[config.mk]
export PLATFORM = sky130hd
export DESIGN_NAME = erx_protocol_fsm
export DESIGN_NICKNAME = d
export VERILOG_FILES = /design/src/source/erx_consts.svh /design/src/source/erx_pkg.sv /design/src/source/erx_protocol_fsm.sv
export SDC_FILE = /design/constraint.sdc
export NUM_CORES = 1
export LEC_CHECK = 0
export ABC_AREA = 1
export BUFFER_PORTS_ARGS = -buffer_cell sky130_fd_sc_hd__buf_2
export CAP_MARGIN = 10
export CORE_UTILIZATION = 34
export CTS_CLUSTER_SIZE = 40
export DETAILED_ROUTE_END_ITERATION = 8
export GPL_TIMING_DRIVEN = 0
export MAX_ROUTING_LAYER = met4
export PLACE_DENSITY_LB_ADDON = 0.1
export REMOVE_ABC_BUFFERS = 1
export SLEW_MARGIN = 40
export SYNTH_ARGS = -nofsm -noshare
export SYNTH_HDL_FRONTEND = slang
export SYNTH_SLANG_ARGS = --single-unit
[constraint.sdc]
create_clock -name rxlclk_p -period 2.65 [get_ports rxlclk_p]
set_input_delay 0.3975 -clock rxlclk_p [delete_from_list [all_inputs] [get_ports rxlclk_p]]
set_output_delay 0.3975 -clock rxlclk_p [all_outputs]
set_load 0.01 [all_outputs]
[src/source/erx_consts.svh]
`ifndef ERX_CONSTS_SVH
`define ERX_CONSTS_SVH

// Link framing
`define ERX_FRAME_BYTES       13         // Ctrl + dstaddr + data + srcaddr bytes

// Queue sizing
`define ERX_FIFO_DEPTH        16         // Words per queue
`define ERX_PROG_MARGIN       4          // Covers frames still in flight

// Address translation
`define ERX_MMU_ENTRIES       16         // One entry per dstaddr[31:28] value
`define ERX_RR_ID             12'h810    // Top page of read responses

// Wishbone register map, word addresses
`define ERX_REG_CTRL          0          // Control register
`define ERX_REG_TABLE_BASE    16         // First page table entry

// Control register bits
`define ERX_CTRL_ENABLE_BIT   0          // Receive enable
`define ERX_CTRL_MMU_BIT      1          // Translation on

`endif

[src/source/erx_pkg.sv]
`default_nettype none

package erx_pkg;

   typedef logic [31:0] addr_t;          // Mesh address
   typedef logic [31:0] data_t;          // Mesh data word
   typedef logic [3:0]  ctrlmode_t;      // Transaction control mode
   typedef logic [1:0]  datamode_t;      // Access size
   typedef logic [11:0] page_t;          // Translated page number
   typedef logic [4:0]  wb_adr_t;        // Wishbone word address

   // One queue word, 103 bits
   typedef struct packed
   {
      logic      write;                  // 1 = write, 0 = read request
      datamode_t datamode;
      ctrlmode_t ctrlmode;
      addr_t     dstaddr;
      data_t     data;
      addr_t     srcaddr;
   } emesh_pkt_t;

   // Wishbone classic request side
   typedef struct packed
   {
      logic    cyc;
      logic    stb;
      logic    we;
      wb_adr_t adr;
      data_t   dat_w;
   } wb_req_t;

   // Frame assembly FSM
   typedef enum logic [1:0]
   {
      RX_IDLE,                           // Waiting for a control byte
      RX_BODY,                           // Inside a frame
      RX_DROP                            // Frame fell early
   } rx_state_t;

endpackage

`default_nettype wire

[src/source/erx_protocol_fsm.sv]
`timescale 1ns/1ps
`default_nettype none

module erx_protocol_fsm
(
   input  wire                 rxlclk_p,
   input  wire                 arst_n,
   input  wire                 rx_frame,  // Link frame bit
   input  wire  [7:0]          rx_data,   // Link byte
   input  wire  [3:0]          beat_idx,  // From beat counter
   input  wire                 last_beat, // From beat counter
   output erx_pkg::emesh_pkt_t rx_pkt,    // Completed transaction
   output logic                rx_valid   // One cycle per good frame
);

   import erx_pkg::*;

   rx_state_t  state;                     // Current FSM state
   rx_state_t  state_nxt;
   emesh_pkt_t asm_pkt;                   // Transaction being assembled
   logic       pkt_done;                  // Final byte taken last edge

   always_comb
   begin
      state_nxt = state;
      case (state)
         RX_IDLE, RX_DROP:
         begin
            // Counter is at zero here, so a high frame is a control byte
            state_nxt = rx_frame ? RX_BODY : RX_IDLE;
         end
         RX_BODY:
         begin
            if (!rx_frame)
               state_nxt = RX_DROP;       // Short frame, throw away
            else if (last_beat)
               state_nxt = RX_IDLE;
         end
         default:
         begin
            state_nxt = RX_IDLE;
         end
      endcase
   end

   always_ff @(posedge rxlclk_p or negedge arst_n)
   begin
      if (!arst_n)
      begin
         state    <= RX_IDLE;
         pkt_done <= 1'b0;
         rx_valid <= 1'b0;
      end
      else
      begin
         state    <= state_nxt;
         pkt_done <= (state == RX_BODY) & last_beat; // Aborts never get here
         rx_valid <= pkt_done;
      end
   end

   // Byte shifter, fields picked by beat number
   always_ff @(posedge rxlclk_p)
   begin
      if (rx_frame)
      begin
         case (beat_idx) inside
            4'd0:
            begin
               asm_pkt.write    <= rx_data[7];
               asm_pkt.datamode <= rx_data[6:5];
               asm_pkt.ctrlmode <= rx_data[3:0]; // Bit 4 unused
            end
            [4'd1:4'd4]:  asm_pkt.dstaddr <= {asm_pkt.dstaddr[23:0], rx_data}; // MSB first
            [4'd5:4'd8]:  asm_pkt.data    <= {asm_pkt.data[23:0], rx_data};
            [4'd9:4'd12]: asm_pkt.srcaddr <= {asm_pkt.srcaddr[23:0], rx_data};
            default:      ;
         endcase
      end
      if (pkt_done)
         rx_pkt <= asm_pkt;               // Safe against next ctrl byte
   end

endmodule

`default_nettype wire
---- After elaboration in Yosys (flattened, before gate mapping) ----
Index checks and enable logic that the tools add are counted.
word-level totals
  input port bits ......................... 16
  register bits ........................... 210
  bits in latches ......................... 0
  memory bits (writable) .................. 0
  ROM bits ................................ 0
  memories ................................ 0
operators by class
  shift-type cells ........................ 0
  reduce and logical (&&, ||, !) cells .... 10
  add/subtract/negate cells ............... 0
  magnitude comparators ................... 6
  bitwise logic cells ..................... 4
  divide/modulo/power cells ............... 0
  muxes and demuxes ....................... 4
  multiply operators ...................... 0
  equal/unequal tests ..................... 3
operator list
  cell                  count
  $le A4 B4 Y1 const B  2
  $reduce_and A5 Y1     1
  $ge A4 B1 Y1 const B  1
  $ge A4 B3 Y1 const B  1
  $ge A4 B4 Y1 const B  1
  $le A4 B3 Y1 const B  1
  $logic_not A4 Y1      1
  $mux W2               2
  $pmux W2 S2           1
  $reduce_and A4 Y1     1
  $logic_and A1 B1 Y1   3
  $ne A3 B3 Y1 const B  1
  $not A1 Y1            3
  $reduce_and A3 Y1     1
  $eq A2 B1 Y1 const B  1
  $eq A2 B2 Y1 const B  1
  $logic_not A2 Y1      1
  $reduce_and A2 Y1     1
  $reduce_or A2 Y1      1
  $and A1 B1 Y1         1
  $mux W1               1

---- Logic depth before layout (Yosys ltp) ----
Gate-level depths: netlist of the first run.
  word-level depth ........................ 4
  mapped depth ............................ 4
  gate-level depth less buffers ........... 4

---- Least setup slack after synthesis of the first run ----
OpenSTA, ideal clock, no wires.
  path type ............................... reg2reg
  start ................................... reg pkt_done
  end ..................................... reg rx_pkt[0] in the netlist's numbering (enable)
  cell stages (with the launch flop) ...... 1
  buffers on the path ..................... 0
  clock period less this slack ............ 2852 ps
  required time ........................... 2188 ps
  slack ................................... -202 ps
  arrival time ............................ 2390 ps
  cells stage by stage .................... dfrtp_1
RTL lines
  item                    line                    text
  start, declared         erx_protocol_fsm.sv:21  logic pkt_done;
  start signal, assigned  erx_protocol_fsm.sv:57  pkt_done <= (state == RX_BODY) & last_beat;
  end signal, assigned    erx_protocol_fsm.sv:81  rx_pkt <= asm_pkt;
  end, declared           erx_protocol_fsm.sv:12  output erx_pkg::emesh_pkt_t rx_pkt,
No word-level cell between the ends.

---- Worst setup path after layout of the first run ----
  start ................................... reg pkt_done
  end ..................................... reg rx_pkt[56] in the netlist's numbering (enable)
No word-level cell between the ends.

==> results.cfg, run 1 <==
[sta]
worstMarginPinSlew_ns = 0.6036
report.final.slew_viol_count = 0
clock_skew_ns = 0.007877
grt_setup_unrepaired = false
min_period_ns = 1.664
fmax_ghz = 0.6008
relSlewSlack = 0.5967
setup_viol = 0
layout_worst_path_cycle_share = 0.6281
hold_viol_final = 0
holdWs_ns = 0.1045
fin_tns_setup_ns = 0

[worst_setup_path]
worst-setup-path-type = register to register
slowest_stage = dfrtp_4
required_ns = 2.83
cp_num_buf_inv = 2
crit_family = flip-flops
rrSetupSlack_ns = 0.99
crit_path_frequent_cell = buf_12
crit_path_max_incr_delay_ns = 0.79
crit_path_start_kind = register
arrival_ns = 1.85
path_cells = buf_12 -> buf_12
rr_worst_depth = 2
cp_max_fo = 38
r2r_start = pkt_done$_DFF_PN0_
endpoint_kind = register
r2r-end = rx_pkt[56]$_DFFE_PP_

[route]
vias = 2651
drt-initial-drc-count = 139
post_drt_wl_per_cell_um = 16.34
firstDrtPassIters = 6
drt_wl_total_um = 10250
drc = 18
vias_per_cell = 4.228
postRouteAntennaNets = 0

[cts]
cts_tree = yes
clk_latency_ns = 0.49
clk_path_buf_depth = 3
clkTransAtPathRegs_ns = 0.06
cts_resized = 0
post_cts_buffers = 0
cts_hold_buf = 1
numCtsBuffers = 22
cts_root_buffer = clkbuf_16
cts.sinks = 210
htreeDepth = 1

[synthesis]
synthTopCellsByArea = edfxtp_1, dfrtp_1, nand2_1
ys_seq_area_frac = 0.9830
yosysTopAreaCell = edfxtp_1
syn_inst = 233
avgSynthCellArea_um2 = 27.45
yosysTopAreaCellShare = 0.9673
ys_seq_elements = 210
ys_types = 12
yosysWarnings = 0
syn_area_um2 = 6395

[finish]
nNetsFinal = 397
nFillCells = 1612
synthToLayoutAreaGrowth_pct = 26.49
multi_input_area_um2 = 115.1
final_cell_mix = edfxtp_1, buf_2, clkbuf_16
drive_gt1_frac = 0.4005
final-seq-area_um2 = 6290
final_common_cell = edfxtp_1

[hold_path]
holdPathStages = 2
min-delay-start = rx_frame
min_to = state[1]$_DFFE_PN0P_
hold_path.class = primary input to register

[global_route]
antenna_found_initial = 0
grtUsageTotal = 0.1116
grt_pass1_vias = 2787
grt_remaining_overflow = 0
grt_max_degree = 39
grt_pass1_wl_um = 15920

[floorplan]
die_area_um2 = 19360
dieHeight_um = 139.1
initial_core_util = 0.3512
core.rowCount = 49
core_um2 = 18210
fp.dieW_um = 139.1
io_pins = 120

[job]
maxCapViolCount = 0

[power]
irDropWorstVdd_mv = 0.5536
powerDensity_nw_per_um2 = 850.3
p_leak_nw = 2.853

[place]
hpwlAfterDp_um = 6222
port-buffer-count = 119
place_congestion = 0.6592

[status]
status = finished, violations left
violations = design-rule violations
## cell usage after synthesis
cell type	number
inv_2	1
nand2_1	8
inv_1	3
nor2_2	1
dfrtp_1	4
nor2_4	2
a21oi_1	1
nor2_1	4
clkinv_1	1
nand3_1	1
edfxtp_1	206
nor2b_1	1
## cell type report
| cell class | count | area share |
|---|---|---|
| timing repair buffer | 124 | 0.08662 |
| sequential | 210 | 0.7776 |
| multi-input combinational | 18 | 0.01423 |
| tap | 229 | 0.03542 |
| antenna | 1 | 0.0003094 |
| inverter | 5 | 0.002320 |
| clock buffer | 31 | 0.07486 |
| clock inverter | 9 | 0.008662 |
## where the power goes
| group | total, mW | internal, mW | switching, mW |
|---|---|---|---|
| clock | 2.88 | 1.69 | 1.18 |
| combinational | 0.195 | 0.0658 | 0.129 |
| sequential | 3.81 | 3.76 | 0.0445 |
| total | 6.88 | 5.52 | 1.36 |
## worst max path at each step
stage / from / slack [ns] / endpoint / cells after the start
floorplan: pkt_done$_DFF_PN0_ / -0.20 / rx_pkt[0]$_DFFE_PP_ / 0
CTS: pkt_done$_DFF_PN0_ / 0.92 / rx_pkt[18]$_DFFE_PP_ / 2
detailed placement: beat_idx[2] / 0.84 / asm_pkt[30]$_DFFE_PP_ / 6
global placement: pkt_done$_DFF_PN0_ / -1.39 / rx_pkt[41]$_DFFE_PP_ / 0
finish: pkt_done$_DFF_PN0_ / 0.99 / rx_pkt[56]$_DFFE_PP_ / 2
global route: pkt_done$_DFF_PN0_ / 0.88 / rx_pkt[48]$_DFFE_PP_ / 2
## worst register-to-register path, delay by kind of cell, from the launching register on
kind | cells | cell delay [ns]
buffers and inverters | 2 | 0.55
DFF | 1 | 0.79
## stage by stage
step / util / setup WS [ns] / instances / instance area (µm²) / power (mW)
3_3_place_gp: 0.3996 / -1.388 / 581 / 7277 / 4.066
4_1_cts: 0.4441 / 0.9200 / 626 / 8087 / 6.985
5_1_grt: 0.4441 / 0.8769 / 626 / 8087 / 7.143
2_1_floorplan: - / -0.2019 / 233 / 6395 / 3.952
3_5_place_dp: 0.4064 / 0.8375 / 585 / 7401 / 4.080
6_report: 0.4442 / 0.9856 / 627 / 8089 / 6.878
## flip-flops by register name, summed over array words and instances (netlist names)
register	cells
asm_pkt	103
rx_pkt	103
pkt_done	1
rx_valid	1
state	2
## layer usage
| layer | part of all wire | track usage |
|---|---|---|
| met5 | 0 | - |
| met4 | 0.021 | 0.04269 |
| met3 | 0.10 | 0.04627 |
| met2 | 0.46 | 0.1672 |
| met1 | 0.42 | 0.1343 |
## logic make-up after synthesis
logic type      after synthesis  share of synthesized area
flops                       210                     0.9830
simple gates                 17                    0.01330
buf+inv                       5                   0.002934
compound gates                1                  0.0007819
No activity file was read; power rests on OpenSTA's default activity.
==> run 2, diff against run 1 <==
ABC_AREA = 0   (was 1)
clock period = 1.59 ns   (was 2.65 ns; I/O delays follow)
==> run 2 against run 1 <==
  * The flow still finishes with violations (design-rule violations)
  * Sequential share of layout area is 0.76 points lower
  * Via count is 0.79% higher
  * Cell count is 0.16% higher
  * First-iteration DRC count is 16% lower
  * Total power is 65% higher
  * Die area is 0.19% lower
  * Global-route usage is 0.34 points lower
  * Critical path depth is 1 lower
  * Maximum frequency is 16% higher
  * Register-to-register slack worse by 0.83 ns
  * Sequential power is 66% higher
  * Worst hold slack worse by 0.091 ns
  * Critical path type unchanged
  * Largest cell class unchanged
  * Largest power group unchanged
==> results.cfg, run 2 <==
[status]
status = finished, violations left
violations = design-rule violations

[floorplan]
initial_core_util = 0.3505
die_area_um2 = 19320
io_pins = 120
fp.dieW_um = 139.0
dieHeight_um = 139.0
core_um2 = 18210
core.rowCount = 49

[hold_path]
hold_path.class = primary input to register

[worst_setup_path]
worst-setup-path-type = register to register
cp_max_fo = 38
cp_num_buf_inv = 1
crit_path_start_kind = register
endpoint_kind = register
path_cells = buf_12
required_ns = 1.76
slowest_stage = dfrtp_4
crit_family = flip-flops
crit_path_max_incr_delay_ns = 0.79
arrival_ns = 1.61

[sta]
fmax_ghz = 0.6954
clock_skew_ns = 0.008904
holdWs_ns = 0.01374
hold_viol_final = 0
min_period_ns = 1.438
setup_viol = 0
report.final.slew_viol_count = 0
worstMarginPinSlew_ns = 0.6107
fin_tns_setup_ns = 0
grt_setup_unrepaired = false
layout_worst_path_cycle_share = 0.9044
relSlewSlack = 0.5919

[finish]
drive_gt1_frac = 0.4085
num_antenna_cells = 0
final_cell_mix = edfxtp_1, buf_2, clkbuf_16
postLayoutCoreUtil = 0.4486
synthToLayoutAreaGrowth_pct = 27.99
final_common_cell = edfxtp_1
nFillCells = 1568
nNetsFinal = 399
reg_top3 = asm_pkt (103), rx_pkt (103), state (2)
stdcell_area_um2 = 8169

[cts]
cts.sinks = 210
post_cts_buffers = 0
clkTransAtPathRegs_ns = 0.06
clk_path_buf_depth = 3
htreeDepth = 1
numCtsBuffers = 23
cts_hold_buf = 8
cts_tree = yes
cts_resized = 0
clk_latency_ns = 0.49
cts_root_buffer = clkbuf_16

[synthesis]
ys.flop_type = edfxtp_1
yosysTopAreaCell = edfxtp_1
syn_inst = 224
ys_seq_area_frac = 0.9849
ys_top_cells_by_count = edfxtp_1, dfrtp_1, nor2_1, nor3b_1
yosysTopAreaCellShare = 0.9692
ys_types = 14
synthTopCellsByArea = edfxtp_1, dfrtp_1, nor3b_1
avgSynthCellArea_um2 = 28.49
syn_area_um2 = 6382
synth_edf_count = 206
synthArstFlopShare = 0.01905
yosys.cell_count.top_type = edfxtp_1
yosysWarnings = 0
ys_seq_elements = 210

[job]
maxCapViolCount = 0

[route]
firstDrtPassIters = 8
vias = 2672
drt-initial-drc-count = 117
post_drt_wl_per_cell_um = 16.09
drt_wl_total_um = 10110
vias_per_cell = 4.255
drc = 7
postRouteAntennaNets = 0

[global_route]
grt_pass1_wl_um = 15570
grtUsageTotal = 0.1081
grt_remaining_overflow = 0
antenna_found_initial = 0
grt_pass1_vias = 2823
grt_max_degree = 39

[power]
power_mw = 11.35
p_leak_nw = 2.867
irDropWorstVdd_mv = 0.7408
powerDensity_nw_per_um2 = 1389

[place]
placed_area_um2 = 7412
place_congestion = 0.6883
hpwlAfterDp_um = 6073
port-buffer-count = 119
run 2: changes by cell type in the layout (fill, tap and decap cells not counted), sizes merged, moves of 2 or more:
cell         delta
clkinvlp        +2
nand2           -7
inv             -5
nor3b           +2
buf             +2
nor2            -4
dlygate4sd3     +8
run 2: metrics by stage:
step / setup WS [ns] / instances
floorplan: -1.262 / 224
global route: 0.04824 / 628
detailed placement: -0.1554 / 578
finish: 0.1519 / 628
CTS: 0.1016 / 627
global placement: -2.474 / 572
run 2: final timing paths:
check / cells past startpoint / startpoint / end / slack (ns)
worst max register to register: 1 / pkt_done$_DFF_PN0_ / rx_pkt[58]$_DFFE_PP_ / 0.15
min in group asynchronous: 2 / arst_n / rx_valid$_DFF_PN0_ / 0.09
worst max-delay path: 1 / pkt_done$_DFF_PN0_ / rx_pkt[58]$_DFFE_PP_ / 0.15
worst min register to register: 0 / asm_pkt[98]$_DFFE_PP_ / rx_pkt[98]$_DFFE_PP_ / 0.41
max in group asynchronous: 2 / arst_n / pkt_done$_DFF_PN0_ / 1.36
worst min-delay path: 1 / rx_data[7] / asm_pkt[39]$_DFFE_PP_ / 0.01
run 2: cell type report:
| class | count | area (µm²) | area share |
|---|---|---|---|
| clock buffers | 30 | 611.8 | 0.07490 |
| clock inverters | 11 | 55.05 | 0.006739 |
| multi-input cells | 14 | 125.1 | 0.01532 |
| flip-flops and latches | 210 | 6290 | 0.7699 |
| well taps | 229 | 286.5 | 0.03507 |
| repair buffers | 134 | 800.8 | 0.09802 |
run 2: cell families after synthesis:
| group | synth area share |
|---|---|
| xor+xnor | 0.001373 |
| compound gates | 0.001960 |
| simple gates | 0.01176 |
| flops | 0.9849 |
run 2: power by group:
part | switching, mW | leakage, nW | total (mW) | internal [mW]
sequential | 0.0743 | 1.95 | 6.34 | 6.27
clock | 1.96 | 0.324 | 4.66 | 2.70
combinational | 0.216 | 0.596 | 0.344 | 0.128
run 2: routing by layer:
layer	part of all wire	global-route usage	vias up
met5	0	-	-
met4	0.026	0.04386	0
met3	0.080	0.03557	24
met2	0.48	0.1717	101
met1	0.42	0.1270	1317
li1	-	-	1230
==> run 3, diff against run 2 <==
CTS_BUF_LIST = sky130_fd_sc_hd__clkbuf_4   (was not set)
==> run 3 against run 2 <==
  * The run still ends with design-rule violations left
  * Wire length increased by 2.9%
  * Sequential power about the same
  * Core utilization increased by 0.45 points
  * Worst setup slack got worse by 0.017 ns
  * First-iteration DRC count increased by 2.6%
  * Via count increased by 8.1%
  * Sequential cell count unchanged
  * Cell count increased by 9.4%
  * Sequential share of layout area decreased by 0.76 points
  * Maximum frequency decreased by 1.2%
  * Critical path depth unchanged
  * Largest cell class unchanged
  * Largest power group unchanged
  * Highest routed layer unchanged
==> results.cfg, run 3 (same netlist as run 2, synthesis figures left out) <==
[sta]
hold_viol_final = 0
worstMarginPinSlew_ns = 0.5633
fin_tns_setup_ns = 0
relSlewSlack = 0.6245
fmax_ghz = 0.6874
layout_worst_path_cycle_share = 0.9150
grt_setup_unrepaired = false
min_period_ns = 1.455
report.final.slew_viol_count = 0
clock_skew_ns = 0.01812
holdWs_ns = 0.1885
setup_viol = 0

[finish]
final_cell_mix = edfxtp_1, buf_2, clkbuf_4
drive_gt1_frac = 0.4858
final-seq-area_um2 = 6290
synthToLayoutAreaGrowth_pct = 29.27
postLayoutCoreUtil = 0.4531
multi_input_area_um2 = 125.1
nNetsFinal = 438
reg_top3 = asm_pkt (103), rx_pkt (103), state (2)
stdcell_area_um2 = 8250
final_common_cell = edfxtp_1
fin_cells = 687
nFillCells = 1602

[worst_setup_path]
r2r_start = pkt_done$_DFF_PN0_
required_ns = 1.88
slowest_stage = dfrtp_4
worst-setup-path-type = register to register
cp_num_buf_inv = 1
crit_path_max_incr_delay_ns = 0.80
endpoint_kind = register
crit_path_start_kind = register
crit_start = pkt_done$_DFF_PN0_
cp_max_fo = 38
crit_family = flip-flops
arrival_ns = 1.74
path_cells = buf_12

[route]
post_drt_wl_per_cell_um = 15.14
vias = 2888
drc = 7
postRouteAntennaNets = 0
drt-initial-drc-count = 120
firstDrtPassIters = 8
vias_per_cell = 4.204
drt_wl_total_um = 10400

[power]
switching_share = 0.2051
powerDensity_nw_per_um2 = 1336
p_seq_frac = 0.575
irDropWorstVdd_mv = 0.5893
p_leak_nw = 2.989
clockPowerShare = 0.392
switchingPower_mw = 2.262
intPower_mw = 8.764
combPwrFrac = 0.033

[global_route]
grt_remaining_overflow = 0
antenna_found_initial = 1
grt_pass1_wl_um = 16210
grt_max_degree = 39
grtUsageTotal = 0.1138
grt_pass1_vias = 3155

[cts]
numCtsBuffers = 54
htreeDepth = 2
clk_path_buf_depth = 3
cts_tree = yes
clk_latency_ns = 0.62
cts.sinks = 210
clkTransAtPathRegs_ns = 0.07
cts_root_buffer = clkbuf_4

[place]
post-place-cells = 578
place_congestion = 0.6883
hpwlAfterDp_um = 6073
placed_area_um2 = 7412
port-buffer-count = 119

[hold_path]
hold_path.class = primary input to register
min-delay-start = beat_idx[3]

[floorplan]
initial_core_util = 0.3505
core_um2 = 18210
core.rowCount = 49
io_pins = 120
dieHeight_um = 139.0
die_area_um2 = 19320
fp.dieW_um = 139.0

[status]
violations = design-rule violations
status = finished, violations left

[job]
maxCapViolCount = 0
## run 3: cell types whose count changed in the layout (fill, tap and decap cells not counted), sizes merged
cell	previous run	this run
clkinv	9	7
clkbuf	30	83
diode	0	1
buf	125	127
clkinvlp	2	0
inv	0	1
dlygate4sd3	9	15
## run 3: stage by stage
stage | worst slack, ns | total power [mW]
final | 0.1352 | 11.03
after global routing | 0.05279 | 11.54
after CTS | 0.05012 | 11.24
after detailed placement | -0.1554 | 6.802
after global placement | -2.474 | 6.774
after floorplan | -1.262 | 6.582
## run 3: final cells by class
| cell class | instances | area share |
|---|---|---|
| clock buffers | 83 | 0.07552 |
| flip-flops and latches | 210 | 0.7624 |
| diodes | 1 | 0.0003033 |
| repair buffers | 142 | 0.1077 |
| multi-input cells | 14 | 0.01517 |
| well taps | 229 | 0.03473 |
| clock inverters | 8 | 0.004246 |
## run 3: path summary, 6_finish.rpt
kind | cells after the start | slack [ns] | end
max | 1 | 0.14 | rx_pkt[66]$_DFFE_PP_
min | 3 | 0.19 | asm_pkt[100]$_DFFE_PP_
max reg2reg | 1 | 0.14 | rx_pkt[66]$_DFFE_PP_
min reg2reg | 0 | 0.41 | rx_pkt[27]$_DFFE_PP_
max in group asynchronous | 3 | 0.83 | pkt_done$_DFF_PN0_
min in group asynchronous | 3 | 0.57 | state[1]$_DFFE_PN0P_
## run 3: routing by layer
layer  GRT usage  wire, µm  vias to the layer above
met2      0.1746      5003                      120
met3     0.04627       874                       24
met5           -         0                        -
li1            -         -                     1349
met1      0.1238      4294                     1395
met4     0.06959       229                        0
## run 3: timing repair
item,CTS,global route
endpoints found under the setup margin,0,16
buffers inserted,0,2
hold endpoints to repair,41,0
gates resized for setup,0,0
hold buffers,15,0
## run 3: power groups by stage
stage	Clock, mW	Combinational [mW]	Sequential [mW]
floorplan	0	0.0463	6.54
global placement	0	0.252	6.52
CTS	4.53	0.368	6.35
detailed placement	0	0.339	6.46
finish	4.32	0.365	6.34
global route	4.79	0.397	6.36
