### config.mk
export PLATFORM = sky130hd
export DESIGN_NAME = erx_beat_counter
export DESIGN_NICKNAME = d
export VERILOG_FILES = /design/src/source/erx_beat_counter.sv
export VERILOG_INCLUDE_DIRS = /design/src /design/src/source
export SDC_FILE = /design/constraint.sdc
export NUM_CORES = 1
export LEC_CHECK = 0
export BUFFER_PORTS_ARGS = -buffer_cell sky130_fd_sc_hd__buf_2
export CAP_MARGIN = 20
export CORE_AREA = 3 3 40 42
export CTS_BUF_LIST = sky130_fd_sc_hd__clkbuf_8 sky130_fd_sc_hd__clkbuf_16
export CTS_CLUSTER_DIAMETER = 40
export DETAILED_ROUTE_END_ITERATION = 8
export DIE_AREA = 0 0 43 45
export HOLD_SLACK_MARGIN = 0.08
export SLEW_MARGIN = 20
export SYNTH_ARGS = -nofsm -noshare
export SYNTH_HDL_FRONTEND = slang
export SYNTH_SLANG_ARGS = --single-unit
### constraint.sdc
create_clock -name rxlclk_p -period 1.48 [get_ports rxlclk_p]
set_input_delay 0.444 -clock rxlclk_p [delete_from_list [all_inputs] [get_ports rxlclk_p]]
set_output_delay 0.444 -clock rxlclk_p [all_outputs]
set_load 0.01 [all_outputs]
### src/source/erx_consts.svh
`ifndef ERX_CONSTS_SVH
`define ERX_CONSTS_SVH

// Link framing
`define ERX_FRAME_BYTES       13         // Ctrl + dstaddr + data + srcaddr bytes

// Queue sizing
`define ERX_FIFO_DEPTH        16         // Words per queue
`define ERX_PROG_MARGIN       4          // Covers frames still in flight

// Address translation
`define ERX_MMU_ENTRIES       16         // One entry per dstaddr[31:28] value
`define ERX_RR_ID             12'h810    // Top page of read responses

// Wishbone register map, word addresses
`define ERX_REG_CTRL          0          // Control register
`define ERX_REG_TABLE_BASE    16         // First page table entry

// Control register bits
`define ERX_CTRL_ENABLE_BIT   0          // Receive enable
`define ERX_CTRL_MMU_BIT      1          // Translation on

`endif

### src/source/erx_beat_counter.sv
`timescale 1ns/1ps
`default_nettype none
`include "erx_consts.svh"

module erx_beat_counter
(
   input  wire        rxlclk_p,
   input  wire        arst_n,
   input  wire        frame,             // Link frame bit
   output logic [3:0] beat_idx,          // Byte number within the frame
   output logic       last_beat          // Final byte on the link now
);

   localparam logic [3:0] LAST_IDX = 4'(`ERX_FRAME_BYTES - 1);

   logic [3:0] beat_cnt;                 // Beats seen in this frame

   always_ff @(posedge rxlclk_p or negedge arst_n)
   begin
      if (!arst_n)
      begin
         beat_cnt <= '0;
      end
      else if (!frame)
      begin
         beat_cnt <= '0;                 // Gap or abort restarts framing
      end
      else if (beat_cnt == LAST_IDX)
      begin
         beat_cnt <= '0;                 // Back-to-back frame follows
      end
      else
      begin
         beat_cnt <= beat_cnt + 4'd1;
      end
   end

   assign beat_idx  = beat_cnt;
   assign last_beat = frame & (beat_cnt == LAST_IDX); // Only valid while framed

endmodule

`default_nettype wire

# Yosys cells after proc, flatten, opt, wreduce, memory -nomap -nowiden
# Cells that the tools add are included.
dict set report word_totals {
  reg_bits 4
  inputBits 3
  output_inout_bits 5
  wordCells 6
}
dict set report classes {
  n_addsub 1
  eq_ne 1
  muxes 2
  bitwise 1
}
# op n
set ops {}
lappend ops {{4-bit two-way mux} 2}
lappend ops {{4-bit by 1-bit adder with 4-bit output (second input constant)} 1}
lappend ops {{4-bit == test (second input constant)} 1}
lappend ops {{1-bit bitwise AND} 1}

# Longest topological paths before layout
# Gate-level depths: netlist of the first run.
dict set report logic_depth {
  word_depth 3
  mapped_depth 5
  depth_no_buf 5
}

# Worst setup path before layout of the first run
# Ideal clock, no wire load.
dict set report synth_path {
  path_type {flip-flop to output port}
  startpoint {register beat_cnt[0] (netlist: beat_idx[0])}
  endpoint {output last_beat}
  arrival_time_ns 1.010
  required_time_ns 1.036
  slack_ns 0.026
  path_stages_with_launch 5
  path_buffers 0
  path_cell_list {dfrtp_1 -> inv_2 -> ha_1 -> nand2_1 -> nor3_1}
}
dict set report synth_between {
  elab_chain_cells 2
}
# item line
set synth_lines {}
lappend synth_lines {{from (decl)} erx_beat_counter.sv:16} ;# logic [3:0] beat_cnt;
lappend synth_lines {{from (signal assigned)} erx_beat_counter.sv:34} ;# beat_cnt <= beat_cnt + 4'd1;
lappend synth_lines {{4-bit == test} erx_beat_counter.sv:39} ;# assign last_beat = frame & (beat_cnt == LAST_IDX);
lappend synth_lines {{1-bit bitwise AND} erx_beat_counter.sv:39}
lappend synth_lines {{to (decl)} erx_beat_counter.sv:11} ;# output logic last_beat
# Every way passes these cells.

# Worst setup path after layout of the first run
# Same ends and word-level chain as after synthesis.

==> metrics list, run 1 <==
- Setup repair after global routing could not meet its margin everywhere.
* Total power: 0.000402 W
- In this run the biggest area consumer among cell types represents 49.4% of the synthesized area.
- Number of setup violations in the final report: 1
- End-of-flow core utilization: 27.1%
* Post-synthesis instance area: 203 um2
* Flip-flop and latch count after synthesis: 4
- The worst setup path is of the reg -> out kind.
- Max reg flops: 4
- Element type at the critical path start: flop
* Worst setup EP type: output pin
- Clock latency at the later pin of the worst-skew pair: 0.21 ns
* Run status: finished with violations
- Class of the tightest hold or removal check: in -> reg
- Sum of negative setup slack: -0.0799 ns
* Async S/R FF share, synth: 100%
* Proportion of synthesized chip area in sequential cells: 49.4%
- The share of total power dissipated in sequential elements is 30.3%.
- Clock period minus final worst setup slack: 1.56 ns
- The first routing iteration left 3 violations.
* Final net count: 41
* Synth Net Count: 26
* Routability cong.: 0.664
- Area of the die: 1940 um2
- On the final layout, the worst clock skew is 0.00263 ns.
- The initial antenna violation count was 0.
- After detailed placement, the design holds a cell count of 45.
- Most instantiated library cell after synthesis: sky130_fd_sc_hd__dfrtp_1
* Worst-case setup margin in the final layout: -0.0799 ns
* Detailed-route DRC error count: 0
- FILL cells: 142
- Layout area overhead: 71.6%
* CTS Buf Count: 3
- Overall track demand over capacity in global routing: 6.51%
* Number of distinct library cell variants in the gate-level netlist after synthesis: 13
- Measured slew at the worst slew-check pin: 0.245 ns
- Chain of cells forming the critical path: inv_2, ha_4, nand2_4, nor3_2, buf_2
* Commonest cells in the netlist: sky130_fd_sc_hd__dfrtp_1, sky130_fd_sc_hd__a21oi_1, sky130_fd_sc_hd__ha_1, sky130_fd_sc_hd__inv_2, sky130_fd_sc_hd__nand2_1
- Top post-synthesis cells by area: sky130_fd_sc_hd__dfrtp_1, sky130_fd_sc_hd__ha_1, sky130_fd_sc_hd__a21oi_1
- The detail route stage leaves a number of antenna-violating nets equal to 0.
- Setup slack after placement: 0.0756 ns
* EDFF count, synth: 0
- Leaving out filler cells and counting taps, the final layout contains 49.
* Highest net fanout along the worst path: 3
* Violated checks: setup timing
* Leakage Power: 0.170 nW
* Crit-path max cell delay: 0.38 ns
- Final HPWL DP: 365 um
- Proportion of layout cells with a drive suffix above 1: 50.0%
- Entering global routing, the biggest net connects 6 pins.
- For the worst setup path, the data required time is 1.04 ns.
* Number of top-level design ports: 8
- The first global-routing pass estimated 848 um of wire.
- Slew HR: 83.6%
* Power density of the placed cells: 1150 nW/um2
- Across the run, the number of max-cap violations was 0.
* Sequential Area: 100 um2
- Arrival time at the worst endpoint: 1.12 ns
* Via density: 3.96
* Max-slew violations: 0
* Internal power summed over all cells: 0.000318 W
- Of the total power, combinational logic draws 14.6%.
- Cell with the biggest individual delay on the critical path: sky130_fd_sc_hd__dfrtp_1
- Final hold violation count: 0
- CTS built an H-tree with a depth of 1.
- Buffers placed on the I/O ports in this run total 7.
- CTS tree: yes
* Number of rows created at floorplan: 13
- Maximum number of buffers from clock root to sink: 2
- The multi-input combinational cells in the finished layout cover a total of 113 um2.
- The core region is 1280 um2.
- For this run, the leading register cell type out of synthesis is sky130_fd_sc_hd__dfrtp_1.
- For this block, the via count after detailed routing is 194.
- The final layout contains routed wiring with a total length of 466 um.
- CTS clock-pin slew for the worst setup and hold paths: 0.03 ns
- Drt wl/cell: 9.51 um
- Switching Fraction: 20.8%
- The largest total area in the synthesized netlist belongs to sky130_fd_sc_hd__dfrtp_1.
* Peak supply drop: 684 uV
* Portion of total power attributed to the clock network: 55.1%
- The number of setup buffers added after CTS is 0.
* Initial cell density of the core: 15.8%
- Avg Cell Area, Syn: 9.65 um2
- The pre-antenna-repair detailed-routing pass consisted of 2 iterations.
* Max frequency: 641 MHz
- The number of global-route vias before repair was 212.
- Post-synthesis instance total: 21
* Count of inserted antenna diode cells: 0
- During synthesis, Yosys emitted a total of 0 warnings.
* Total global routing overflow: 0
- In this run the clock root is driven by a sky130_fd_sc_hd__clkbuf_8.
- Summed over all nets, the switching power comes to 0.0000836 W.
- Clock Sink Count: 4
- In this run the vertical extent of the chip is 45 um.
- Of the available clock period, the critical path in the final layout requires 105%.
* Die W: 43 um
## critical path, delay by kind of cell (launching register included)
kind	cells	cell delay [ns]
buf+inv	2	0.23
simple gates	2	0.14
fa+ha+maj	1	0.15
flops	1	0.38
## cells by family (layout without fill, tap and decap cells)
group / after synthesis / after routing / synth area share (%)
flip-flops: 4 / 4 / 49.4
buffers and inverters: 4 / 17 / 7.41
adder cells (fa/ha/maj): 2 / 2 / 12.3
AND/OR/NAND/NOR: 6 / 6 / 16.7
AO/OA/AOI/OAI: 5 / 5 / 14.2
## worst paths after layout
| check | start | to | slack, ns | cells past startpoint |
|---|---|---|---|---|
| min reg2reg | beat_idx[2]$_DFF_PN0_ | beat_idx[0]$_DFF_PN0_ | 0.55 | 1 |
| min | frame | beat_idx[1]$_DFF_PN0_ | 0.46 | 2 |
| min in group asynchronous | arst_n | beat_idx[2]$_DFF_PN0_ | 0.57 | 2 |
| max in group asynchronous | arst_n | beat_idx[1]$_DFF_PN0_ | 0.80 | 2 |
| max | beat_idx[0]$_DFF_PN0_ | last_beat | -0.08 | 5 |
| max reg2reg | beat_idx[3]$_DFF_PN0_ | beat_idx[3]$_DFF_PN0_ | 0.31 | 2 |
## cell type report
cell class | count | area share [%]
Tap cell | 15 | 5.40
Multi-Input combinational cell | 13 | 32.4
Timing Repair Buffer | 10 | 17.3
Clock buffer | 3 | 11.9
Inverter | 4 | 4.32
Sequential cell | 4 | 28.8
## per-layer routing
metal / vias to the layer above / track usage (%) / share of wire [%] / wire (um)
li1: 98 / - / - / -
met1: 88 / 7.04 / 44 / 206
met2: 8 / 8.68 / 43 / 201
met3: 0 / 5.58 / 12 / 58
met4: 0 / 3.61 / 0 / 0
met5: - / 0 / 0 / 0
## power by group through the flow
stage / Combinational, W / Clock (W) / Sequential, W
floorplan: 0.0000183 / 0 / 0.000128
global placement: 0.0000466 / 0 / 0.000123
detailed placement: 0.0000471 / 0 / 0.000123
CTS: 0.0000557 / 0.000228 / 0.000122
global route: 0.0000678 / 0.000240 / 0.000123
finish: 0.0000585 / 0.000221 / 0.000122
## timing repair
item,4_1_cts,5_1_grt
endpoints found under the hold margin,4,0
hold buffers,1,0
resized for setup,3,2
endpoints found under the setup margin,1,1
## cell usage in the layout (no fill, tap or decap)
master,count
sky130_fd_sc_hd__buf_2,7
sky130_fd_sc_hd__dfrtp_1,4
sky130_fd_sc_hd__a21oi_1,3
sky130_fd_sc_hd__clkbuf_8,3
sky130_fd_sc_hd__inv_2,2
sky130_fd_sc_hd__buf_4,2
sky130_fd_sc_hd__nand2_4,1
sky130_fd_sc_hd__nand3b_1,1
sky130_fd_sc_hd__nand2_1,1
sky130_fd_sc_hd__inv_1,1
sky130_fd_sc_hd__and2_1,1
sky130_fd_sc_hd__a311oi_1,1
sky130_fd_sc_hd__nor3_2,1
sky130_fd_sc_hd__clkinv_1,1
sky130_fd_sc_hd__or4_1,1
sky130_fd_sc_hd__o21ai_1,1
sky130_fd_sc_hd__ha_4,1
sky130_fd_sc_hd__ha_1,1
sky130_fd_sc_hd__dlygate4sd3_1,1
## metrics by stage
step                      hold slack, ns  instance area (um2)
after floorplan                    0.148                  203
after global placement             0.251                  272
after detailed placement           0.253                  272
after CTS                          0.461                  338
after global routing               0.462                  348
final                              0.460                  348
Power figures use the tool's default switching activity.
==> run 2: changes to the inputs <==
BUFFER_PORTS_ARGS = -buffer_cell sky130_fd_sc_hd__clkbuf_2   (was -buffer_cell sky130_fd_sc_hd__buf_2)
==> run 2 against run 1 <==
Against the previous run: the flow still finishes with violations (setup timing); wire length rose by 34%; flip-flop and latch count unchanged; critical path depth is the same; non-clock buffer count rose by 5; first-iteration DRC count decreased by 33%; register-to-register slack worse by 0.14 ns; global-route usage rose by 0.59 points; clock power rose by 4%; critical path type unchanged; sequential power is essentially flat; combinational power grew 38%; largest power group unchanged; critical endpoint unchanged; largest cell class unchanged.
==> metrics list, run 2 (synthesized netlist as in run 1, its figures left out) <==
* Arrival time at the worst endpoint: 1.15 ns (was 1.12 ns)
- Antenna violations before repair: 0 (unchanged)
- Routability cong.: 0.665 (was 0.664)
* Die Y-Extent: 45 um (unchanged)
- The smallest setup slack after layout is -0.110 ns (was -0.0799 ns).
- Number of H-tree branching levels: 1 (unchanged)
* Total power: 0.000433 W (was 0.000402 W)
* Number of setup violations in the final report: 2 (was 1)
- FILL cells: 131 (was 142)
- CP Buf/Inv Count: 2 (unchanged)
- Final hold violation count: 0 (unchanged)
- Area used by multi-input combinational logic: 119 um2 (was 113 um2)
- Met2 Track Usage GR: 11.4% (was 8.68%)
- Detailed-route DRC error count: 0 (unchanged)
* # port buffers: 7 (unchanged)
* Maximum number of buffers from clock root to sink: 2 (unchanged)
- Slew HR: 82.6% (was 83.6%)
- Final setup skew: 0.00280 ns (was 0.00263 ns)
- Number of cells on the worst hold path: 2 (unchanged)
* Largest net degree at the start of global routing: 6 (unchanged)
- Maxcap violations: 0 (unchanged)
* Number of rows created at floorplan: 13 (unchanged)
- Post-route ant nets: 0 (unchanged)
* Via density: 4.31 (was 3.96)
- The fraction of final layout cells sized beyond drive strength 1 was 59.0% (was 50.0%).
- Final net count: 46 (was 41)
- Clock Sink Count: 4 (unchanged)
- CTS Buf Count: 3 (unchanged)
* Drt wl/cell: 11.5 um (was 9.51 um)
- Highest net fanout along the worst path: 2 (was 3)
- Element type at the critical path start: flop (unchanged)
- Cell count of the worst reg-to-reg path: 6 (was 2)
- The met3 global-route usage was 5.58% (unchanged).
* Final instance area: 393 um2 (was 348 um2)
* Top Usage Layer GRT: met2 (unchanged)
- The number of slew-limit violations in the final report was 0 (unchanged).
- Clk root buf: sky130_fd_sc_hd__clkbuf_8 (unchanged)
- The endpoint required time on the critical path was 1.04 ns (about the same).
- The number of global-route vias before repair is 241 (was 212).
* Max reg flops: 4 (unchanged)
- Cell with the biggest individual delay on the critical path: sky130_fd_sc_hd__dfrtp_1 (unchanged)
* Number of top-level design ports: 8 (unchanged)
- Leakage Power: 0.202 nW (was 0.170 nW)
* Final hold slack: 0.451 ns (was 0.460 ns)
- The half-perimeter wire length after detailed placement is 401 um (was 365 um).
- Startpoint of the worst hold path: frame (unchanged)
- The most common cell after layout, fill and taps aside is sky130_fd_sc_hd__buf_4 (was sky130_fd_sc_hd__buf_2).
* CP delay by family, top: flip-flops (unchanged)
- Destination of the worst register-to-register timing path: beat_idx[2]$_DFF_PN0_ (was beat_idx[3]$_DFF_PN0_)
- Wire length of the first global-routing pass: 952 um (was 848 um)
- Measured slew at the worst slew-check pin: 0.259 ns (was 0.245 ns)
* CTS clock-pin slew for the worst setup and hold paths: 0.03 ns (about the same)
* Setup repair after global routing missed its margin: yes (unchanged)
* Violated checks: setup timing (unchanged)
- The final critical path time including I/O delays and setup was 1.59 ns (was 1.56 ns).
- Chain of cells forming the critical path: inv_2, ha_4, nand2_4, nor3_4, buf_2 (was inv_2, ha_4, nand2_4, nor3_2, buf_2)
- Clock latency at the later pin of the worst-skew pair: 0.22 ns (was 0.21 ns)
- Post-placement cell area: 279 um2 (was 272 um2)
* Worst setup EP type: output pin (unchanged)
- The origin of the worst setup path was beat_idx[0]$_DFF_PN0_ (unchanged).
- Sequential Area: 100 um2 (unchanged)
- Peak supply drop: 447 uV (was 684 uV)
- Layout area overhead: 93.8% (was 71.6%)
- Area of the core: 1280 um2 (unchanged)
* Total global routing overflow: 0 (unchanged)
- The wire length reported by the detailed router came to 623 um (was 466 um).
* Via count of the routed design: 233 (was 194)
- The area of the die came to 1940 um2 (unchanged).
* Start-to-end type of the worst setup path: reg -> out (unchanged)
* Global-route met1 utilization: 6.57% (was 7.04%)
* Die W: 43 um (unchanged)
- R2R Path Start: beat_idx[0]$_DFF_PN0_ (was beat_idx[3]$_DFF_PN0_)
- The total power density per cell area is 1100 nW/um2 (was 1150 nW/um2).
- Tcrit/Tclk final: 107% (was 105%)
- The TritonCTS clock tree was yes (unchanged).
* Setup slack of the worst register-to-register path: 0.17 ns (was 0.31 ns)
* Commonest cells after routing, fill and taps aside: sky130_fd_sc_hd__buf_4, sky130_fd_sc_hd__clkbuf_2, sky130_fd_sc_hd__dfrtp_1, sky130_fd_sc_hd__a21oi_1, sky130_fd_sc_hd__clkbuf_8 (was sky130_fd_sc_hd__buf_2, sky130_fd_sc_hd__dfrtp_1, sky130_fd_sc_hd__a21oi_1, sky130_fd_sc_hd__clkbuf_8)
* Hold-critical path endpoint: beat_idx[1]$_DFF_PN0_ (unchanged)
- Number of design-rule violations left by the first detailed-router iteration: 2 (was 3)
* Crit-path max cell delay: 0.38 ns (about the same)
- The total iterations of the first detailed-routing run is 4 (was 2).
- Count of inserted antenna diode cells: 0 (unchanged)
- Overall track demand over capacity in global routing: 7.10% (was 6.51%)
- The upper clock frequency limit is 629 MHz (was 641 MHz).
* Run status: finished with violations (unchanged)
- The worst hold path class is in -> reg (unchanged).
* Initial cell density of the core: 15.8% (unchanged)
run 2: cell types whose count changed in the layout (fill, tap and decap cells not counted), sizes merged:
cell / previous run / this run
clkbuf: 3 / 9
buf: 9 / 8
run 2: per-stage QoR:
stage / instances / util [%] / TNS (ns) / setup WS, ns
after floorplan: 21 / - / 0 / 0.0260
after global placement: 46 / 21.7 / 0 / 0.0457
after detailed placement: 46 / 21.7 / 0 / 0.0115
after CTS: 52 / 28.5 / -0.159 / -0.159
after global routing: 54 / 30.6 / -0.267 / -0.164
final: 54 / 30.6 / -0.191 / -0.110
run 2: worst max-delay path by stage:
| stage | end | slack [ns] | cells after the start |
|---|---|---|---|
| 6_report | last_beat | -0.11 | 5 |
| 5_1_grt | last_beat | -0.16 | 5 |
| 4_1_cts | last_beat | -0.16 | 5 |
| 3_5_place_dp | last_beat | 0.01 | 5 |
| 3_3_place_gp | last_beat | 0.05 | 5 |
| 2_1_floorplan | last_beat | 0.03 | 4 |
run 2: worst register-to-register path, delay by kind of cell, from the launching register on:
family	cells	cell delay, ns
buf+inv	3	0.40
simple gates	1	0.15
compound gates	1	0.12
flops	1	0.38
fa+ha+maj	1	0.20
run 2: metal layers:
| metal | vias up | share of wire, % |
|---|---|---|
| met5 | - | 0 |
| met4 | 0 | 1.6 |
| met3 | 2 | 9.1 |
| met2 | 12 | 50 |
| met1 | 110 | 39 |
| li1 | 109 | - |
run 2: final cells by class:
type	instances	area share [%]
multi-input combinational	13	30.3
sequential	4	25.5
timing repair buffer	15	24.8
tap	15	4.78
clock buffer	3	10.5
inverter	4	4.14
run 2: where the power goes:
group | internal (W) | switching [W]
combinational | 0.0000429 | 0.0000379
sequential | 0.000117 | 0.00000578
clock | 0.000173 | 0.0000560
run 2: what timing repair did:
item / 4_1_cts / 5_1_grt
endpoints found under the setup margin: 1 / 1
pin swaps: 2 / 2
resized for setup: 5 / 3
hold buffers: 1 / 0
buffers inserted: 2 / 2
gates cloned: 0 / 0
endpoints found under the hold margin: 4 / 0
==> run 3: changes to the inputs <==
RECOVER_POWER = 25   (was default)
==> run 3 against run 2 <==
Against the previous run: the flow still finishes with violations (setup timing); maximum frequency barely moved; flip-flop and latch count did not move; critical endpoint unchanged; sequential share of layout area is 0.081 points higher; largest power group unchanged; core utilization fell by 0.097 points; clock-buffer cell count is the same; largest cell class unchanged; critical path type unchanged; combinational power about the same; critical path depth is the same.
==> metrics list, run 3 (synthesized netlist as in run 1, its figures left out) <==
* Detailed Route WL: 624 um (was 623 um)
* CTS tree: yes (unchanged)
* Class of the tightest hold or removal check: in -> reg (unchanged)
- Required time reported for the critical path endpoint: 1.04 ns (about the same)
- Clock Sink Count: 4 (unchanged)
- CTS Buf Count: 3 (unchanged)
* Cell with the biggest individual delay on the critical path: sky130_fd_sc_hd__dfrtp_1 (unchanged)
- The initial DRC count came to 2 (unchanged).
- Chain of cells forming the critical path: inv_2, ha_4, nand2_4, nor3_4, buf_2 (unchanged)
- Antenna violations before repair: 0 (unchanged)
* Violated checks: setup timing (unchanged)
- The smallest setup slack after layout came to -0.110 ns (about the same).
- The kind of end point of the critical path is an output pin (unchanged).
- Drt wl/cell: 11.6 um (was 11.5 um)
- Leakage Power: 0.199 nW (was 0.202 nW)
- The sum of negative setup slack is -0.191 ns (about the same).
- The measured slew at the worst slew-check pin was 0.259 ns (unchanged).
- Initial cell density of the core: 15.8% (unchanged)
- The number of instances on the worst hold path was 2 (unchanged).
- The number of buffers inserted by port buffering came to 7 (unchanged).
* FILL cells: 131 (unchanged)
* Tcrit/Tclk final: 107% (about the same)
- The relative slew slack came to 82.6% (unchanged).
- The horizontal die dimension was 43 um (unchanged).
- Via count of the routed design: 232 (was 233)
- Maxcap violations: 0 (unchanged)
- Start-to-end type of the worst setup path: reg -> out (unchanged)
- Largest net degree at the start of global routing: 6 (unchanged)
- The count of antenna diodes in the layout is 0 (unchanged).
* Clock latency at the later pin of the worst-skew pair: 0.22 ns (about the same)
* Overall track demand over capacity in global routing: 7.10% (unchanged)
- The number of top-level design ports came to 8 (unchanged).
* Run status: finished with violations (unchanged)
- The first-pass GRT wire length came to 952 um (unchanged).
* Routability cong.: 0.665 (unchanged)
* Proportion of layout cells with a drive suffix above 1: 56.4% (was 59.0%)
- The die extent in y came to 45 um (unchanged).
- Setup slack of the worst register-to-register path: 0.17 ns (about the same)
* Area of the die: 1940 um2 (unchanged)
* Count of placed standard cells including taps: 46 (unchanged)
* Area of the core: 1280 um2 (unchanged)
- Highest net fanout along the worst path: 2 (unchanged)
- Final hold violation count: 0 (unchanged)
* Clk root buf: sky130_fd_sc_hd__clkbuf_8 (unchanged)
- Maximum number of buffers from clock root to sink: 2 (unchanged)
* Total global routing overflow: 0 (unchanged)
- Crit-path max cell delay: 0.38 ns (about the same)
* Max-slew violations: 0 (unchanged)
* Setup repair after global routing missed its margin: yes (unchanged)
- Final cell count without fillers: 54 (unchanged)
- Vias in the first global route: 241 (unchanged)
- The half-perimeter wire length after detailed placement is 401 um (unchanged).
- The via density per instance is 4.30 (was 4.31).
- The most common cell after layout, fill and taps aside was sky130_fd_sc_hd__buf_4 (unchanged).
* Number of rows created at floorplan: 13 (unchanged)
- The post-route clock skew was 0.00279 ns (was 0.00280 ns).
* Final net count: 46 (unchanged)
- The growth of design area from synthesis to finish came to 93.2% (was 93.8%).
* Commonest cells after routing, fill and taps aside: sky130_fd_sc_hd__buf_4, sky130_fd_sc_hd__clkbuf_2, sky130_fd_sc_hd__dfrtp_1, sky130_fd_sc_hd__a21oi_1, sky130_fd_sc_hd__clkbuf_8 (unchanged)
- Max reg flops: 4 (unchanged)
* Element type at the critical path start: flop (unchanged)
- Clock period minus final worst setup slack: 1.59 ns (about the same)
- Power density of the placed cells: 1100 nW/um2 (about the same)
- CTS clock-pin slew for the worst setup and hold paths: 0.03 ns (about the same)
- Cell count of the worst reg-to-reg path: 6 (unchanged)
* Number of H-tree branching levels: 1 (unchanged)
- The total of endpoints with negative setup slack in the final report is 2 (unchanged).
- The total iterations of the first detailed-routing run came to 4 (unchanged).
- Detailed-route DRC error count: 0 (unchanged)
- Peak supply drop: 447 uV (about the same)
- Post-route ant nets: 0 (unchanged)
- Max frequency: 629 MHz (about the same)
- Arrival time at the worst endpoint: 1.15 ns (about the same)
[run 3: cell counts in the layout (fill, tap and decap cells not counted)]
Identical to the previous run, type by type.
[run 3: through the flow]
stage	utilization (%)	hold WS [ns]	power, W	setup WS (ns)	area [um2]
final	30.5	0.451	0.000432	-0.110	392
after global routing	30.5	0.468	0.000455	-0.164	392
after CTS	28.5	0.451	0.000423	-0.159	367
after detailed placement	21.7	0.258	0.000174	0.0115	279
after global placement	21.7	0.259	0.000173	0.0457	279
after floorplan	-	0.148	0.000147	0.0260	203
[run 3: path summary, 6_finish.rpt]
path,startpoint,to
worst max register to register,beat_idx[0]$_DFF_PN0_,beat_idx[2]$_DFF_PN0_
worst max-delay path,beat_idx[0]$_DFF_PN0_,last_beat
max in group asynchronous,arst_n,beat_idx[1]$_DFF_PN0_
min in group asynchronous,arst_n,beat_idx[3]$_DFF_PN0_
worst min-delay path,frame,beat_idx[1]$_DFF_PN0_
worst min register to register,beat_idx[2]$_DFF_PN0_,beat_idx[0]$_DFF_PN0_
[run 3: final cells by class]
type                            count  area [um2]  area share (%)
Sequential cell                     4         100            25.6
Inverter                            4        16.3            4.15
Clock buffer                        3        41.3            10.5
Multi-Input combinational cell     13         119            30.4
Timing Repair Buffer               15        96.3            24.6
Tap cell                           15        18.8            4.79
[run 3: metal layers]
layer,GRT usage (%),up-vias,wire [um]
met1,6.57,109,244
met4,3.61,0,10
met2,11.4,12,312
met5,0,-,0
met3,5.58,2,57
li1,-,109,-
[run 3: worst max-delay path, delay by kind of cell (launching register included)]
kind | cells | cell delay, ns
adder cells (fa/ha/maj) | 1 | 0.15
buffers and inverters | 2 | 0.24
flip-flops | 1 | 0.38
AND/OR/NAND/NOR | 2 | 0.16
[run 3: repair_timing]
item / in CTS / in global routing
resized for setup: 5 / 3
hold endpoints to repair: 4 / 0
cloned: 0 / 0
pin swaps: 2 / 2
hold buffers: 1 / 0
endpoints found under the setup margin: 1 / 1
buffers inserted: 2 / 2
[run 3: power by group]
group / internal, W / switching [W]
logic: 0.0000425 / 0.0000379
clock network: 0.000173 / 0.0000560
registers: 0.000117 / 0.00000578
total: 0.000333 / 0.0000997
